### config.mk
export PLATFORM = sky130hd
export DESIGN_NAME = arcade_score_top
export DESIGN_NICKNAME = d
export VERILOG_FILES = /design/src/arcade_pkg.sv /design/src/score_pkg.sv /design/src/point_if.sv /design/src/game_fsm.sv /design/src/point_cal_main.sv /design/src/binary_converter.sv /design/src/arcade_score_top.sv
export SDC_FILE = /design/constraint.sdc
export NUM_CORES = 1
export LEC_CHECK = 0
export BUFFER_PORTS_ARGS = -buffer_cell sky130_fd_sc_hd__clkbuf_2
export CELL_PAD_IN_SITES_DETAIL_PLACEMENT = 0
export CELL_PAD_IN_SITES_GLOBAL_PLACEMENT = 1
export CORE_MARGIN = 2
export CORE_UTILIZATION = 48
export DETAILED_ROUTE_END_ITERATION = 6
export GPL_ROUTABILITY_DRIVEN = 0
export GPL_TIMING_DRIVEN = 0
export MAX_ROUTING_LAYER = met4
export PLACE_DENSITY = 0.81
export RECOVER_POWER = 25
export SETUP_SLACK_MARGIN = 0.05
export SKIP_LAST_GASP = 1
export SYNTH_ARGS = -nofsm -noshare
export SYNTH_HDL_FRONTEND = slang
export SYNTH_HIERARCHICAL = 1
export SYNTH_SLANG_ARGS = --single-unit
### constraint.sdc
create_clock -name clk -period 5.6 [get_ports clk]
set_clock_uncertainty 0.05 [all_clocks]
set_input_delay 0.28 -clock clk [delete_from_list [all_inputs] [get_ports clk]]
set_output_delay 0.28 -clock clk [all_outputs]
set_load 0.1 [all_outputs]
### src/arcade_pkg.sv
package arcade_pkg;

	//////////////////////////////
	// game selection
	//////////////////////////////

	typedef logic [2:0] game_sel_t; // game enable code from the front panel

	localparam game_sel_t game_flick = 3'd0; // flick master
	localparam game_sel_t game_mora  = 3'd1; // mora
	localparam game_sel_t game_hol   = 3'd2; // high or low
	localparam game_sel_t game_rain  = 3'd3; // rainfall
	// codes 4 to 7 pick no game, nothing scores

	//////////////////////////////
	// console state
	//////////////////////////////

	// initial after reset, play for one round, over holds the result
	typedef enum logic [1:0] {
		st_initial = 2'd0, // title screen, score cleared
		st_play    = 2'd1, // round running
		st_over    = 2'd2  // final score shown
	} console_state_t;

	localparam int round_cnt_w = 10; // width of the round countdown

	typedef logic [round_cnt_w-1:0] round_cnt_t; // cycles left in a round

endpackage

### src/score_pkg.sv
package score_pkg;

	//////////////////////////////
	// binary score
	//////////////////////////////

	localparam int score_w = 8; // bits of binary score

	typedef logic [score_w-1:0] score_t; // 0 to 255

	localparam score_t score_max = 8'd255; // saturation limit

	//////////////////////////////
	// bcd display digits
	//////////////////////////////

	localparam int bcd_digits = 3; // hundreds, tens, units
	localparam int bcd_w      = 4; // bits per decimal digit

	typedef logic [bcd_w-1:0] bcd_digit_t; // 0 to 9

	// double dabble scratch, bcd nibbles on top of the binary bits
	typedef logic [bcd_digits*bcd_w+score_w-1:0] bcd_work_t;

	// one shift per binary bit
	localparam int bcd_steps = score_w;

endpackage

### src/point_if.sv
`timescale 1ns/10ps

interface point_if;

	arcade_pkg::game_sel_t      game_sel;    // selected mini-game
	logic                       flick_point; // flick master point strobe
	logic                       mora_point;  // mora point strobe
	logic                       hol_point;   // high or low point strobe
	logic                       rain_point;  // rainfall point strobe
	arcade_pkg::console_state_t state;       // console fsm state

	// top side, fed from pins and the console fsm
	modport src (
		output game_sel,
		output flick_point,
		output mora_point,
		output hol_point,
		output rain_point,
		output state
	);

	// score accumulator side
	modport sink (
		input game_sel,
		input flick_point,
		input mora_point,
		input hol_point,
		input rain_point,
		input state
	);

endinterface

### src/game_fsm.sv
`timescale 1ns/10ps

module game_fsm #(
	parameter int round_len = 400 // play length in clock cycles
) (
	input  logic                       clk,
	input  logic                       rst_n,
	input  logic                       start,     // one cycle start strobe
	output arcade_pkg::console_state_t state,     // current console state
	output logic [9:0]                 round_left // time display, 0 outside play
);

	// countdown reload, first play cycle already counts
	localparam arcade_pkg::round_cnt_t round_load =
		arcade_pkg::round_cnt_t'(round_len - 1);

	arcade_pkg::console_state_t state_nxt; // next state
	arcade_pkg::round_cnt_t     round_cnt; // cycles left in play
	logic                       enter_play; // initial to play this edge

	//////////////////////////////
	// next state
	//////////////////////////////

	always_comb begin
		state_nxt = state; // hold by default
		case (state)
			arcade_pkg::st_initial: begin
				if (start) begin
					state_nxt = arcade_pkg::st_play; // round begins
				end
			end
			arcade_pkg::st_play: begin
				// start is ignored here, only the clock ends a round
				if (round_cnt == '0) begin
					state_nxt = arcade_pkg::st_over;
				end
			end
			arcade_pkg::st_over: begin
				if (start) begin
					state_nxt = arcade_pkg::st_initial; // back to title
				end
			end
			default: begin
				state_nxt = arcade_pkg::st_initial; // unused code recovers
			end
		endcase
	end

	assign enter_play = (state != arcade_pkg::st_play) && (state_nxt == arcade_pkg::st_play);

	//////////////////////////////
	// state and countdown regs
	//////////////////////////////

	always_ff @(posedge clk or negedge rst_n) begin
		if (!rst_n) begin
			state <= arcade_pkg::st_initial;
		end else begin
			state <= state_nxt;
		end
	end

	always_ff @(posedge clk or negedge rst_n) begin
		if (!rst_n) begin
			round_cnt <= '0;
		end else if (enter_play) begin
			round_cnt <= round_load; // full round on entry
		end else if (state != arcade_pkg::st_play) begin
			round_cnt <= '0; // idle outside play
		end else if (round_cnt != '0) begin
			round_cnt <= round_cnt - 1'b1; // stops at zero
		end
	end

	// counter sits at zero in initial and over
	assign round_left = round_cnt;

endmodule

### src/point_cal_main.sv
`timescale 1ns/10ps

module point_cal_main (
	input  logic            clk,
	input  logic            rst_n,
	point_if.sink           pts,  // game strobes, selector, console state
	output score_pkg::score_t score // binary score
);

	logic point;     // strobe of the selected game
	logic in_play;   // counting allowed
	logic at_max;    // score pinned at the limit
	logic score_inc; // add one point this edge

	//////////////////////////////
	// game strobe select
	//////////////////////////////

	always_comb begin
		case (pts.game_sel)
			arcade_pkg::game_flick: point = pts.flick_point;
			arcade_pkg::game_mora:  point = pts.mora_point;
			arcade_pkg::game_hol:   point = pts.hol_point;
			arcade_pkg::game_rain:  point = pts.rain_point;
			default:                point = 1'b0; // no game, no points
		endcase
	end

	assign in_play   = (pts.state == arcade_pkg::st_play);
	assign at_max    = (score == score_pkg::score_max);
	assign score_inc = point && in_play && !at_max; // saturate, never wrap

	//////////////////////////////
	// score register
	//////////////////////////////

	// one point per strobe, visible right after the sampling edge
	always_ff @(posedge clk or negedge rst_n) begin
		if (!rst_n) begin
			score <= '0;
		end else if (pts.state == arcade_pkg::st_initial) begin
			score <= '0; // fresh game on title screen
		end else if (score_inc) begin
			score <= score_pkg::score_t'(score + 1'b1);
		end
	end

	// over holds the final value since in_play is low there

endmodule

### src/binary_converter.sv
`timescale 1ns/10ps

module binary_converter (
	input  logic                  clk,
	input  logic                  rst_n,
	input  score_pkg::score_t     answer_in,   // binary score
	output score_pkg::bcd_digit_t answer_hund, // hundreds digit
	output score_pkg::bcd_digit_t answer_tens, // tens digit
	output score_pkg::bcd_digit_t answer_unit, // unit digit
	output logic                  digits_valid // one cycle per finished conversion
);

	// nibble positions inside the work register
	localparam int unit_lsb = score_pkg::score_w;
	localparam int tens_lsb = unit_lsb + score_pkg::bcd_w;
	localparam int hund_lsb = tens_lsb + score_pkg::bcd_w;
	localparam logic [3:0] last_step = 4'(score_pkg::bcd_steps);

	typedef enum logic {
		conv_idle = 1'b0, // waiting for a new score
		conv_busy = 1'b1  // shifting
	} conv_state_t;

	conv_state_t           conv_st;      // sequencer state
	logic [3:0]            bcd_step;     // shifts done so far
	score_pkg::score_t     answer_latch; // value being or last converted
	score_pkg::bcd_work_t  work;         // double dabble scratch
	score_pkg::bcd_work_t  work_adj;     // after add-3 correction
	score_pkg::bcd_work_t  work_shift;   // after the shift
	logic                  conv_start;   // new value to convert
	logic                  conv_done;    // last busy cycle

	// add 3 to a digit of 5 or more so the shift carries into the next one
	function automatic score_pkg::bcd_digit_t add3(input score_pkg::bcd_digit_t d);
		if (d >= 4'd5) begin
			return score_pkg::bcd_digit_t'(d + 4'd3);
		end
		return d;
	endfunction

	//////////////////////////////
	// one double dabble step
	//////////////////////////////

	always_comb begin
		work_adj = work;
		work_adj[unit_lsb +: score_pkg::bcd_w] = add3(work[unit_lsb +: score_pkg::bcd_w]);
		work_adj[tens_lsb +: score_pkg::bcd_w] = add3(work[tens_lsb +: score_pkg::bcd_w]);
		work_adj[hund_lsb +: score_pkg::bcd_w] = add3(work[hund_lsb +: score_pkg::bcd_w]);
	end

	assign work_shift = {work_adj[$bits(work_adj)-2:0], 1'b0}; // msb out, zero in
	assign conv_start = (conv_st == conv_idle) && (answer_latch != answer_in);
	assign conv_done  = (conv_st == conv_busy) && (bcd_step == last_step);

	//////////////////////////////
	// sequencer
	//////////////////////////////

	// a change mid conversion is caught on the next idle cycle
	always_ff @(posedge clk or negedge rst_n) begin
		if (!rst_n) begin
			conv_st      <= conv_idle;
			bcd_step     <= '0;
			answer_latch <= '0; // matches the cleared score
		end else if (conv_start) begin
			conv_st      <= conv_busy;
			bcd_step     <= '0;
			answer_latch <= answer_in;
		end else if (conv_done) begin
			conv_st <= conv_idle;
		end else if (conv_st == conv_busy) begin
			bcd_step <= bcd_step + 1'b1;
		end
	end

	always_ff @(posedge clk) begin
		if (conv_start) begin
			work <= score_pkg::bcd_work_t'(answer_in); // bcd part starts at 0
		end else if ((conv_st == conv_busy) && !conv_done) begin
			work <= work_shift;
		end
	end

	//////////////////////////////
	// digit outputs
	//////////////////////////////

	always_ff @(posedge clk or negedge rst_n) begin
		if (!rst_n) begin
			answer_hund  <= '0;
			answer_tens  <= '0;
			answer_unit  <= '0;
			digits_valid <= 1'b0;
		end else begin
			digits_valid <= conv_done; // single cycle pulse
			if (conv_done) begin
				answer_hund <= work[hund_lsb +: score_pkg::bcd_w];
				answer_tens <= work[tens_lsb +: score_pkg::bcd_w];
				answer_unit <= work[unit_lsb +: score_pkg::bcd_w];
			end
		end
	end

endmodule

### src/arcade_score_top.sv
`timescale 1ns/10ps

module arcade_score_top #(
	parameter int round_len = 400 // play length in clock cycles
) (
	input  logic                       clk,
	input  logic                       rst_n,
	input  logic                       start,       // start button strobe
	input  arcade_pkg::game_sel_t      game_sel,    // active mini-game
	input  logic                       flick_point, // flick master point
	input  logic                       mora_point,  // mora point
	input  logic                       hol_point,   // high or low point
	input  logic                       rain_point,  // rainfall point
	output arcade_pkg::console_state_t state,       // console state
	output logic [9:0]                 round_left,  // time display
	output score_pkg::score_t          score,       // binary score to the other board
	output score_pkg::bcd_digit_t      digit_hund,  // hundreds digit
	output score_pkg::bcd_digit_t      digit_tens,  // tens digit
	output score_pkg::bcd_digit_t      digit_unit,  // unit digit
	output logic                       digits_valid // new digits strobe
);

	point_if pts_bus (); // strobes and state toward the accumulator

	//////////////////////////////
	// console fsm
	//////////////////////////////

	game_fsm #(
		.round_len (round_len)
	) u_fsm (
		.clk        (clk),
		.rst_n      (rst_n),
		.start      (start),
		.state      (state),
		.round_left (round_left)
	);

	// pins onto the bus
	assign pts_bus.game_sel    = game_sel;
	assign pts_bus.flick_point = flick_point;
	assign pts_bus.mora_point  = mora_point;
	assign pts_bus.hol_point   = hol_point;
	assign pts_bus.rain_point  = rain_point;
	assign pts_bus.state       = state; // fsm output shared with the port

	//////////////////////////////
	// score path
	//////////////////////////////

	point_cal_main u_point (
		.clk   (clk),
		.rst_n (rst_n),
		.pts   (pts_bus.sink),
		.score (score)
	);

	binary_converter u_bcd (
		.clk          (clk),
		.rst_n        (rst_n),
		.answer_in    (score),
		.answer_hund  (digit_hund),
		.answer_tens  (digit_tens),
		.answer_unit  (digit_unit),
		.digits_valid (digits_valid)
	);

endmodule

## Word-level counts from Yosys, hierarchy flattened

Index checks and enable logic that the tools add are counted.

- Logic and storage cells: 77
- Register bits: 66
- Output and inout port bits: 33
- Bits of input ports: 10

- Multiplexer cells: 26
- Bitwise logic cells: 1
- Eq/ne operators: 11
- Magnitude comparators: 3
- Reductions and logical operators: 18
- Add/sub/neg operators: 6

Operators by type and width:

| cell | count |
|---|---|
| 8-bit 2-to-1 mux | 4 |
| 10-bit 2-to-1 mux | 3 |
| 4-bit 2-to-1 mux | 7 |
| 4-bit by 3-bit >= comparator with 1-bit output (second input constant) | 3 |
| 10-bit zero test | 1 |
| 10-bit nonzero test | 1 |
| 10-bit by 1-bit subtractor with 10-bit output (second input constant) | 1 |
| 4-bit by 2-bit adder with 4-bit output (second input constant) | 2 |
| 8-bit by 1-bit adder with 8-bit output (second input constant) | 1 |
| 8-bit equality test (second input constant) | 1 |
| 8-bit != test | 1 |
| 2-bit nonzero test | 4 |
| 3-bit by 2-bit equality test with 1-bit output (second input constant) | 2 |
| 1-bit logical AND | 6 |
| 2-bit 2-to-1 mux | 3 |
| 3-bit 2-to-1 mux | 2 |
| 2-bit case mux with 3 select lines | 1 |
| 1-bit 2-to-1 mux | 5 |
| 4-bit by 1-bit adder with 4-bit output (second input constant) | 1 |
| 2-bit by 1-bit equality test with 1-bit output (second input constant) | 2 |
| 4-bit equality test (second input constant) | 1 |
| 2-bit by 1-bit != test with 1-bit output (second input constant) | 2 |
| 1-bit case mux with 4 select lines | 1 |
| 3-bit by 2-bit adder with 3-bit output (second input constant) | 1 |
| 8 further kinds | 9 |

## Depth between registers and ports, before layout

Gate-level depths: netlist of the first run.

- Depth in word-level cells: 6
- Depth in mapped cells: 7
- Gate-level depth less buffers: 6

## Cells and area by module

The synthesis of the first run kept the hierarchy.

By module, submodules not included:

| module | sequential area each (sq um) | area an instance (sq um) | times used | cells an instance |
|---|---|---|---|---|
| binary_converter | 1131.1 | 2109.5 | 1 | 193 |
| game_fsm | 300.3 | 646.9 | 1 | 66 |
| point_cal_main | 200.2 | 499.2 | 1 | 52 |

## Least setup slack after synthesis of the first run

No wires, ideal clock.

- Kind: reg-to-reg
- Start: reg u_fsm.round_cnt[0] (netlist: u_fsm/round_left[0])
- End: reg u_fsm.round_cnt[7] (netlist: u_fsm/round_left[7])
- Library setup time: 82 ps
- Path slack: 3019 ps
- Path buffers: 1
- Period minus slack after synthesis: 2581 ps
- Required time: 5468 ps
- Cell stages (with the launch flop): 8
- Arrival: 2449 ps
- Cells stage by stage: dfrtp_1 inv_1 ha_1 nor3b_1 and3_1 buf_6 or4_1 a31oi_1

- Word-level cells in the longest chain between the ends: 6
- Elaborated cells on any way between the ends: 11
- Those cells by class: add/sub (1); eq/ne (1); mux (5); reduce/logical (4)

Ends and longest elaborated chain:

| what | RTL line | text |
|---|---|---|
| from (decl) | game_fsm.sv:18 | `arcade_pkg::round_cnt_t round_cnt;` |
| from (signal assigned) | game_fsm.sv:68 | `round_cnt <= round_load;` |
| from (signal assigned) | game_fsm.sv:72 | `round_cnt <= round_cnt - 1'b1;` |
| parallel branches: the longest is 6 deep, another holds 10-bit by 1-bit subtractor with 10-bit output | -- |  |

Parallel ways; which one is timed is not known. The select of a mux whose other input is x is not followed.
A chain may end at the register's enable or synchronous reset.

## Worst setup path in the final report of the first run

- Start: reg u_point.score[3]
- End: reg u_bcd.work[7], enable pin

- Word-level cells in the longest chain between the ends: 3

Ends and longest elaborated chain:

| what | RTL line | text |
|---|---|---|
| from (decl) | point_cal_main.sv:7 | `output score_pkg::score_t score` |
| from (signal assigned) | point_cal_main.sv:44 | `score <= score_pkg::score_t'(score + 1'b1);` |
| 8-bit != test | binary_converter.sv:53 | `assign conv_start = (conv_st == conv_idle) && (answer_latch != answer_in);` |
| 1-bit logical AND | binary_converter.sv:53 |  |
| 2-bit nonzero test (no source line) | -- |  |
| to (signal assigned) | binary_converter.sv:79 | `work <= score_pkg::bcd_work_t'(answer_in);` |
| to (signal assigned) | binary_converter.sv:81 | `work <= work_shift;` |
| to (decl) | binary_converter.sv:27 | `score_pkg::bcd_work_t work;` |

Every way passes these cells.

==> results of run 1 <==
==> stage by stage <==
step                      utilization  std cells  cell area (µm²)
after global placement          0.534        433             3570
after global routing            0.561        449             3750
after floorplan                     -        311             3260
after CTS                       0.561        449             3750
after detailed placement        0.534        433             3570
final                           0.561        449             3750
==> cell usage in the layout, fill, tap and decap left out, types with 7 or more instances in the layout <==
master / synthesis / final
o22ai_1: 7 / 7
inv_1: 13 / 13
edfxtp_1: 8 / 8
dfrtp_1: 46 / 46
clkbuf_2: 0 / 41
xor2_1: 12 / 12
nand3_1: 8 / 8
a21oi_1: 20 / 20
mux2_4: 10 / 10
clkbuf_8: 0 / 11
dfxtp_1: 12 / 12
ha_1: 10 / 10
mux2_2: 8 / 8
o21ai_0: 17 / 17
nand2_1: 47 / 47
nor2_1: 15 / 15
==> layout make-up <==
| class | instances | area, µm² |
|---|---|---|
| Fill cell | 617 | 2940 |
| Clock buffer | 12 | 155 |
| Clock inverter | 4 | 26.3 |
| Buffer | 10 | 68.8 |
| Inverter | 13 | 48.8 |
| Timing Repair Buffer | 42 | 209 |
| Tap cell | 80 | 100 |
| Multi-Input combinational cell | 222 | 1510 |
| Sequential cell | 66 | 1630 |
==> worst min-delay path by stage <==
stage,startpoint,end,slack [ps],cells past startpoint
final,start,u_fsm/state[1],150,4
after global routing,start,u_fsm/state[1],200,4
after CTS,start,u_fsm/state[1],140,4
after detailed placement,u_bcd/work[19],u_bcd/answer_hund[3],400,2
after global placement,u_bcd/work[19],u_bcd/answer_hund[3],400,2
after floorplan,rst_n,u_bcd/answer_hund[0],-70,0
==> layer usage <==
layer,track usage,vias up
li1,-,1219
met1,0.264,1183
met2,0.305,64
met3,0.0324,15
met4,0.0795,0
met5,-,-
==> Yosys cell counts, types with 2 or more instances <==
master,n,area (µm²)
mux2_4,10,150
xnor2_1,5,43.8
and2_1,2,12.5
mux2i_1,5,50.1
a21oi_1,20,100
o32ai_1,2,17.5
clkbuf_1,4,15.0
or2_2,3,18.8
mux2_2,8,90.1
or4_1,5,37.5
ha_1,10,125
dfxtp_1,12,240
nand4_1,2,12.5
edfxtp_1,8,240
o21ai_0,17,85.1
o22a_1,2,17.5
or3b_1,2,17.5
nor4_1,3,18.8
o41ai_1,3,26.3
buf_6,4,45.0
o31ai_1,4,30.0
a31oi_1,2,12.5
nand2_1,47,176
nand2b_1,6,37.5
or3_1,5,31.3
dfrtp_1,46,1150
nand4b_1,4,35.0
xor2_1,12,105
nor2_1,15,56.3
inv_1,13,48.8
o22ai_1,7,43.8
nand3_1,8,40.0
==> worst max-delay path, cell delays in order, from the launching register on <==
cell and delay (ps):
dfrtp_1 580, xor2_1 240, nor4_1 90, a21oi_2 340, buf_2 300, nand2b_1 380
==> registers in the layout (all words and copies together), names as in the netlist <==
register	count
u_bcd/bcd_step	4
u_point/score	8
u_bcd/answer_tens	4
u_fsm/round_left	10
u_bcd/digits_valid	1
u_bcd/answer_unit	4
u_bcd/answer_latch	8
u_bcd/work	20
u_bcd/answer_hund	4
u_bcd/conv_st	1
u_fsm/state	2
==> cell families after synthesis <==
family,count (synthesis),synth area share
AND/OR/NAND/NOR,110,0.174
flip-flops,66,0.501
AO/OA/AOI/OAI,62,0.115
XOR/XNOR,17,0.0457
buffers and inverters,23,0.0361
adder cells (fa/ha/maj),10,0.0384
multiplexers,23,0.0892
==> qor.yml, run 1 <==
wl_met2_um: 3030
preCtsSetupSlack_ps: 3270
ys_ff_latch: 66
tritoncts: "done"
clock_latency_ps: 330
wirelength_met1_um: 3110
cts.sinks: 66
syn_avg_cell_area_um2: 10.5
cts_made_buffers: 9
r2r_slack_ps: 3260
path_max_fanout: 10
worst_slew_pin_slew_ps: 2530
route.top_layer_used: "met4"
reg2reg_to: "u_bcd/work[7]"
grt_first_pass_wirelength_um: 11300
worstPathArrival_ps: 2270
drv_cap: 1
drc: 0
die_area_um2: 7460
hold_slack_ps: 153
grt_pass1_vias: 2343
dpl.hpwl_um: 4480
relSlewSlack: -0.683
cts.htree.levels: 3
post_cts_buffers: 0
grt.total_usage: 0.199
dieHeight_um: 86.4
vias: 2481
drt_wl_total_um: 6480
cts.clk_slew.worst_paths_ps: 70
synth.cell_area_um2: 3260
finalSetupTns_ps: 0
cp-end-kind: "register"
crit_end: "u_bcd/work[7]"
viasPerCell: 5.53
critical_path_class: "reg2reg"
synthFlopType: "dfrtp_1"
syn-instance-count: 311
worstPathRequired_ps: 5540
hold_violations: 0
r2r_cells: 5
hold_class: "in2reg"
synth-warning-count: 6
status: "complete, but fails checks"
die_x_um: 86.4
first_pass_iters: 4
drtIter0Drc: 86
holdBufCountCts: 0
cts_buffer_depth: 2
failed_checks: "capacitance limit, slew limit"
dr_wl_met3_um: 231
antenna_cells: 0
synth_cell_types: 47
clock.fmax_mhz: 428
syn2layout_area_growth_pct: 15.1
drive_gt1_frac: 0.236
grt_max_degree: 47
antenna_found_initial: 0
ctsRootBufferMaster: "clkbuf_8"
start_util: 0.487
core_um2: 6680
finalCritPeriodShare: 0.418
ys_seq_area_frac: 0.501
fin_nets: 384
synth_fp_nets: 331
ctsResizeCount: 0
io_pins: 43
wl_per_cell_um: 14.4
grt.overflow.total: 0
rows: 30
ant_nets: 0
r2r_start: "u_point/score[3]"
fin_ws_ps: 3260
startpoint: "u_point/score[3]"
setup_violations: 0
rsz0062_at_grt: "false"
portBuffers: 42
fin_crit_ps: 2340
synth-edff-count: 8
critPathLaunchType: "register"
synthArstFlopShare: 0.697
slew_viol_final: 47
Power of run 1 is not shown: default switching activity piles up to over one toggle a cycle in this logic, so the estimate is an artifact.
==> inputs of run 2 (changes only) <==
--- a/config.mk
+++ b/config.mk
@@ -9,12 +9,12 @@
 export CELL_PAD_IN_SITES_DETAIL_PLACEMENT = 0
 export CELL_PAD_IN_SITES_GLOBAL_PLACEMENT = 1
 export CORE_MARGIN = 2
-export CORE_UTILIZATION = 48
+export CORE_UTILIZATION = 41
 export DETAILED_ROUTE_END_ITERATION = 6
 export GPL_ROUTABILITY_DRIVEN = 0
 export GPL_TIMING_DRIVEN = 0
 export MAX_ROUTING_LAYER = met4
-export PLACE_DENSITY = 0.81
+export PLACE_DENSITY = 0.73
 export RECOVER_POWER = 25
 export SETUP_SLACK_MARGIN = 0.05
 export SKIP_LAST_GASP = 1
==> constraint.sdc (replaced) <==
create_clock -name clk -period 2.1 [get_ports clk]
set_clock_uncertainty 0.05 [all_clocks]
set_input_delay 0.105 -clock clk [delete_from_list [all_inputs] [get_ports clk]]
set_output_delay 0.105 -clock clk [all_outputs]
set_load 0.1 [all_outputs]
==> qor.yml, run 2 (synthesis results as in run 1) <==
status: "finished, final reports clean"
drive_gt1_frac: 0.239  # +0.00359
grt_pass1_vias: 2417  # +3.2%
vias: 2481  # unchanged
io_pins: 43  # unchanged
grt_first_pass_wirelength_um: 11700  # +3.2%
antenna_found_initial: 0  # unchanged
tritoncts: "done"
dieHeight_um: 93.1  # +7.8%
drv_cap: 0  # -1
drc: 0  # unchanged
worstPathArrival_ps: 2160  # -110 ps
hold_violations: 0  # unchanged
clock_latency_ps: 330  # about the same
ctsRootBufferMaster: "clkbuf_8"
antenna_cells: 0  # unchanged
final_util: 0.505  # -0.0558
portBuffers: 42  # unchanged
cts.htree.levels: 3  # unchanged
rsz0062_at_grt: "false"
clock.fmax_mhz: 514  # +20%
final_cells: 478  # +6.5%
die_x_um: 93.1  # +7.8%
viasPerCell: 5.19  # -6.1%
worstPathRequired_ps: 2310  # -3230 ps
crit_chain: "or3b_1 -> o22a_1 -> or4_1 -> a21oi_2"
critical_path_class: "reg2reg"
finalCritPeriodShare: 0.926  # +0.509
slew_viol_final: 0  # -100%
fin_crit_ps: 1950  # -393 ps
grt.overflow.total: 0  # unchanged
cts_made_buffers: 9  # unchanged
dpl.hpwl_um: 4560  # +1.9%
path_max_fanout: 7  # -3
cts.clk_slew.worst_paths_ps: 70  # about the same
worst_slew_pin_slew_ps: 1170  # -1350 ps
syn2layout_area_growth_pct: 19.8
fillers: 744  # +21%
start_util: 0.421  # -0.0660
first_pass_iters: 4  # unchanged
worst_path_max_delay_cell: "or4_1"
rows: 32  # +6.7%
multi_input_area_um2: 1560  # +3.7%
drt_wl_total_um: 6720  # +3.6%
mostFrequentLayoutCells: "nand2_1, clkbuf_1, dfrtp_1, a21oi_1, o21ai_0"
hold_class: "in2reg"
relSlewSlack: 0.217  # +0.900
ant_nets: 0  # unchanged
grt_max_degree: 47  # unchanged
finalSetupTns_ps: 0  # unchanged
cts_buffer_depth: 2  # unchanged
slowest_delay_ps: 530  # -50 ps
grt.total_usage: 0.176  # -0.0228
wl_per_cell_um: 14.0  # -2.7%
setup_violations: 0  # unchanged
critPathLaunchType: "register"
cp-end-kind: "register"
final_common_cell: "nand2_1"
regArea_um2: 1680  # +2.9%
core_um2: 7730  # +16%
drtIter0Drc: 82  # -4.7%
largest_reg_flops: 20  # unchanged
dp_cells: 455  # +5.1%
largest-register: "u_bcd/work"
fin_nets: 391  # +1.8%
die_area_um2: 8670  # +16%
cts.sinks: 66  # unchanged
run 2: changes by cell type in the layout (fill, tap and decap cells not counted), moves of 2 or more:
cell and change:
inv_4 +2, dlygate4sd3_1 +2, inv_1 -2, clkbuf_1 +29, clkbuf_2 -29, dfrtp_2 +8, buf_4 +5, dfrtp_1 -18
dfrtp_4 +10, nor4_2 +2, nor4_1 -2
run 2: worst paths after layout:
path	end	start	slack, ps	cells past startpoint
max	u_point/score[6]	u_fsm/state[1]	150	4
min	u_point/score[5]	game_sel[2]	200	5
max reg2reg	u_point/score[6]	u_fsm/state[1]	150	4
min reg2reg	u_bcd/answer_hund[3]	u_bcd/work[19]	410	2
max in group asynchronous	u_point/score[1]	rst_n	650	2
min in group asynchronous	u_bcd/answer_hund[0]	rst_n	490	2
run 2: per-layer routing:
layer / global-route usage / wire length, µm / share of wire
met3: 0.0338 / 214 / 0.032
met1: 0.231 / 3280 / 0.49
met5: - / 0 / 0
met2: 0.271 / 3130 / 0.47
met4: 0.0699 / 91 / 0.014
run 2: metrics by stage:
stage	hold WS (ps)	cell area (µm²)	worst slack, ps
after global routing	215	3900	51.1
final	195	3900	155
after global placement	320	3680	31.7
after CTS	179	3900	113
after detailed placement	332	3680	9.69
after floorplan	-241	3340	17.3
run 2: cell type report:
| class | instances | share of cell area |
|---|---|---|
| Buffer | 10 | 0.0183 |
| Clock inverter | 4 | 0.00641 |
| Inverter | 13 | 0.0131 |
| Multi-Input combinational cell | 222 | 0.400 |
| Sequential cell | 66 | 0.430 |
| Clock buffer | 12 | 0.0398 |
| Tap cell | 102 | 0.0327 |
| Timing Repair Buffer | 49 | 0.0590 |
run 2: repair_timing:
action,4_1_cts,5_1_grt
endpoints found under the setup margin,15,14
pin swaps,1,1
gates resized for setup,1,4
setup buffers,2,3
endpoints found under the hold margin,11,0
hold buffers,2,0
gates cloned,0,0
run 2: critical path: cells and delay by family, from the launching register on:
| kind | cells | cell delay [ps] |
|---|---|---|
| AO/OA/AOI/OAI | 2 | 410 |
| flip-flops | 1 | 510 |
| AND/OR/NAND/NOR | 2 | 910 |
Power of run 2 is left out for the same reason.
==> inputs of run 3 (changes only) <==
--- a/config.mk
+++ b/config.mk
@@ -8,13 +8,13 @@
 export BUFFER_PORTS_ARGS = -buffer_cell sky130_fd_sc_hd__clkbuf_2
 export CELL_PAD_IN_SITES_DETAIL_PLACEMENT = 0
 export CELL_PAD_IN_SITES_GLOBAL_PLACEMENT = 1
-export CORE_MARGIN = 2
-export CORE_UTILIZATION = 41
+export CORE_MARGIN = 1.5
+export CORE_UTILIZATION = 45
 export DETAILED_ROUTE_END_ITERATION = 6
 export GPL_ROUTABILITY_DRIVEN = 0
 export GPL_TIMING_DRIVEN = 0
 export MAX_ROUTING_LAYER = met4
-export PLACE_DENSITY = 0.73
+export PLACE_DENSITY = 0.76
 export RECOVER_POWER = 25
 export SETUP_SLACK_MARGIN = 0.05
 export SKIP_LAST_GASP = 1
==> constraint.sdc (replaced) <==
create_clock -name clk -period 2 [get_ports clk]
set_clock_uncertainty 0.05 [all_clocks]
set_input_delay 0.1 -clock clk [delete_from_list [all_inputs] [get_ports clk]]
set_output_delay 0.1 -clock clk [all_outputs]
set_load 0.1 [all_outputs]
==> qor.yml, run 3 (synthesis results as in run 1) <==
setup_violations: 0  # unchanged
drc: 0  # unchanged
use_met3: 0.0339  # +0.0000866
fin_crit_ps: 1930  # -14.5 ps
r2r_cells: 5  # +1
start_util: 0.471  # +0.0501
grt_pass1_vias: 2293  # -5.1%
path_max_fanout: 7  # unchanged
ant_nets: 0  # unchanged
fin_ws_ps: 69.4  # -85.5 ps
first_pass_iters: 5  # +1
groute.layer.met1.usage: 0.269  # +0.0384
cts_buffer_depth: 2  # unchanged
dpl.hpwl_um: 4560  # about the same
fin_area_um2: 4100  # +5.2%
rsz0062_at_grt: "true"
finalCritPeriodShare: 0.965  # +0.0390
cts.clk_slew.worst_paths_ps: 80  # about the same
mostFrequentLayoutCells: "nand2_1, clkbuf_2, dfrtp_1, a21oi_1, o21ai_0"
drive_gt1_frac: 0.354  # +0.115
worstPathRequired_ps: 2050  # -260 ps
startpoint: "u_point/score[5]"
clock.fmax_mhz: 518  # +0.75%
crit_end: "u_bcd/work[4]"
largest_reg_flops: 20  # unchanged
slew_viol_final: 0  # unchanged
wl_per_cell_um: 14.4  # +2.8%
drv_cap: 0  # unchanged
grt_max_degree: 47  # unchanged
antenna_found_initial: 0  # unchanged
relSlewSlack: 0.328  # +0.111
dp_cells: 449  # -1.3%
worst_path_max_delay_cell: "dfrtp_4"
met2_usage: 0.285  # +0.0147
hold_slack_ps: 180  # -15.5 ps
die_area_um2: 7750  # -11%
antenna_cells: 0  # unchanged
preCtsSetupSlack_ps: -45.0  # -54.7 ps
r2r_slack_ps: 70  # -90 ps
final_cells: 477  # -0.21%
worstPathArrival_ps: 1980  # -180 ps
cts.htree.levels: 3  # unchanged
dieHeight_um: 88.1  # -5.4%
critical_path_class: "reg2reg"
cp-end-kind: "register"
r2r_start: "u_point/score[5]"
fin_nets: 396  # +1.3%
grt_first_pass_wirelength_um: 11300  # -2.9%
cts_made_buffers: 9  # unchanged
largest-register: "u_bcd/work"
grt.overflow.total: 0  # unchanged
viasPerCell: 5.19  # about the same
grt-busiest-layer: "met2"
hold_class: "in2reg"
clock_latency_ps: 350  # +20 ps
syn2layout_area_growth_pct: 26.0
drt_wl_total_um: 6890  # +2.5%
hold_violations: 0  # unchanged
io_pins: 43  # unchanged
dpl-instance-area_um2: 3690  # +0.44%
slowest_delay_ps: 530  # about the same
cts.sinks: 66  # unchanged
tritoncts: "done"
final_common_cell: "nand2_1"
rows: 30  # -6.3%
drtIter0Drc: 106  # +29%
vias: 2477  # -0.16%
status: "finished, final reports clean"
critPathLaunchType: "register"
die_x_um: 88.1  # -5.4%
ctsRootBufferMaster: "clkbuf_8"
reg2reg_to: "u_bcd/work[4]"
worst_slew_pin_slew_ps: 1010  # -166 ps
portBuffers: 42  # unchanged
crit_chain: "xor2_2 -> nor4_4 -> a21oi_4 -> buf_6 -> mux2_4"
grt.total_usage: 0.198  # +0.0223
core_um2: 6910  # -11%
## run 3: cell count changes in the layout (fill, tap and decap cells not counted), sizes merged
cell / previous run / this run
clkinv: 3 / 5
clkbuf: 59 / 56
buf: 10 / 15
bufinv: 0 / 1
## run 3: final cells by class
class	count	area [µm²]
fill	612	2800
sequential	66	1680
multi-input combinational	222	1640
timing repair buffer	54	338
clock buffer	9	124
tap	96	120
buffer	10	77.6
clock inverter	7	68.8
inverter	13	51.3
## run 3: worst min-delay path by stage
stage / start / endpoint / slack, ps / cells past startpoint
final: game_sel[0] / u_point/score[1] / 180 / 5
after global routing: game_sel[0] / u_point/score[1] / 240 / 5
after CTS: game_sel[0] / u_point/score[1] / 160 / 5
after detailed placement: start / u_fsm/state[1] / 330 / 4
after global placement: start / u_fsm/state[1] / 320 / 4
after floorplan: rst_n / u_bcd/answer_hund[0] / -250 / 0
## run 3: per-stage QoR
stage / setup TNS, ps / util
final: 0 / 0.594
after global routing: 0 / 0.594
after CTS: 0 / 0.571
after detailed placement: -441 / 0.535
after global placement: -1140 / 0.535
after floorplan: -620 / -
## run 3: routing by layer
layer / part of all wire / wire length (µm) / vias to the layer above
met1: 0.49 / 3390 / 1166
li1: - / - / 1243
met5: 0 / 0 / -
met3: 0.036 / 251 / 9
met2: 0.46 / 3160 / 59
met4: 0.013 / 87 / 0
## run 3: worst max-delay path, delay by kind of cell (launching register included)
family / cells / cell delay [ps]
xor+xnor: 1 / 200
simple gates: 1 / 330
compound gates: 1 / 130
mux: 1 / 290
flops: 1 / 530
buf+inv: 1 / 160
## run 3: timing repair
item	in CTS	in global routing
setup buffers	3	4
hold buffers	2	0
gates cloned	0	2
pin swaps	2	3
resized for setup	3	20
endpoints found under the hold margin	16	0
endpoints found under the setup margin	21	33
Power of run 3 is left out for the same reason.
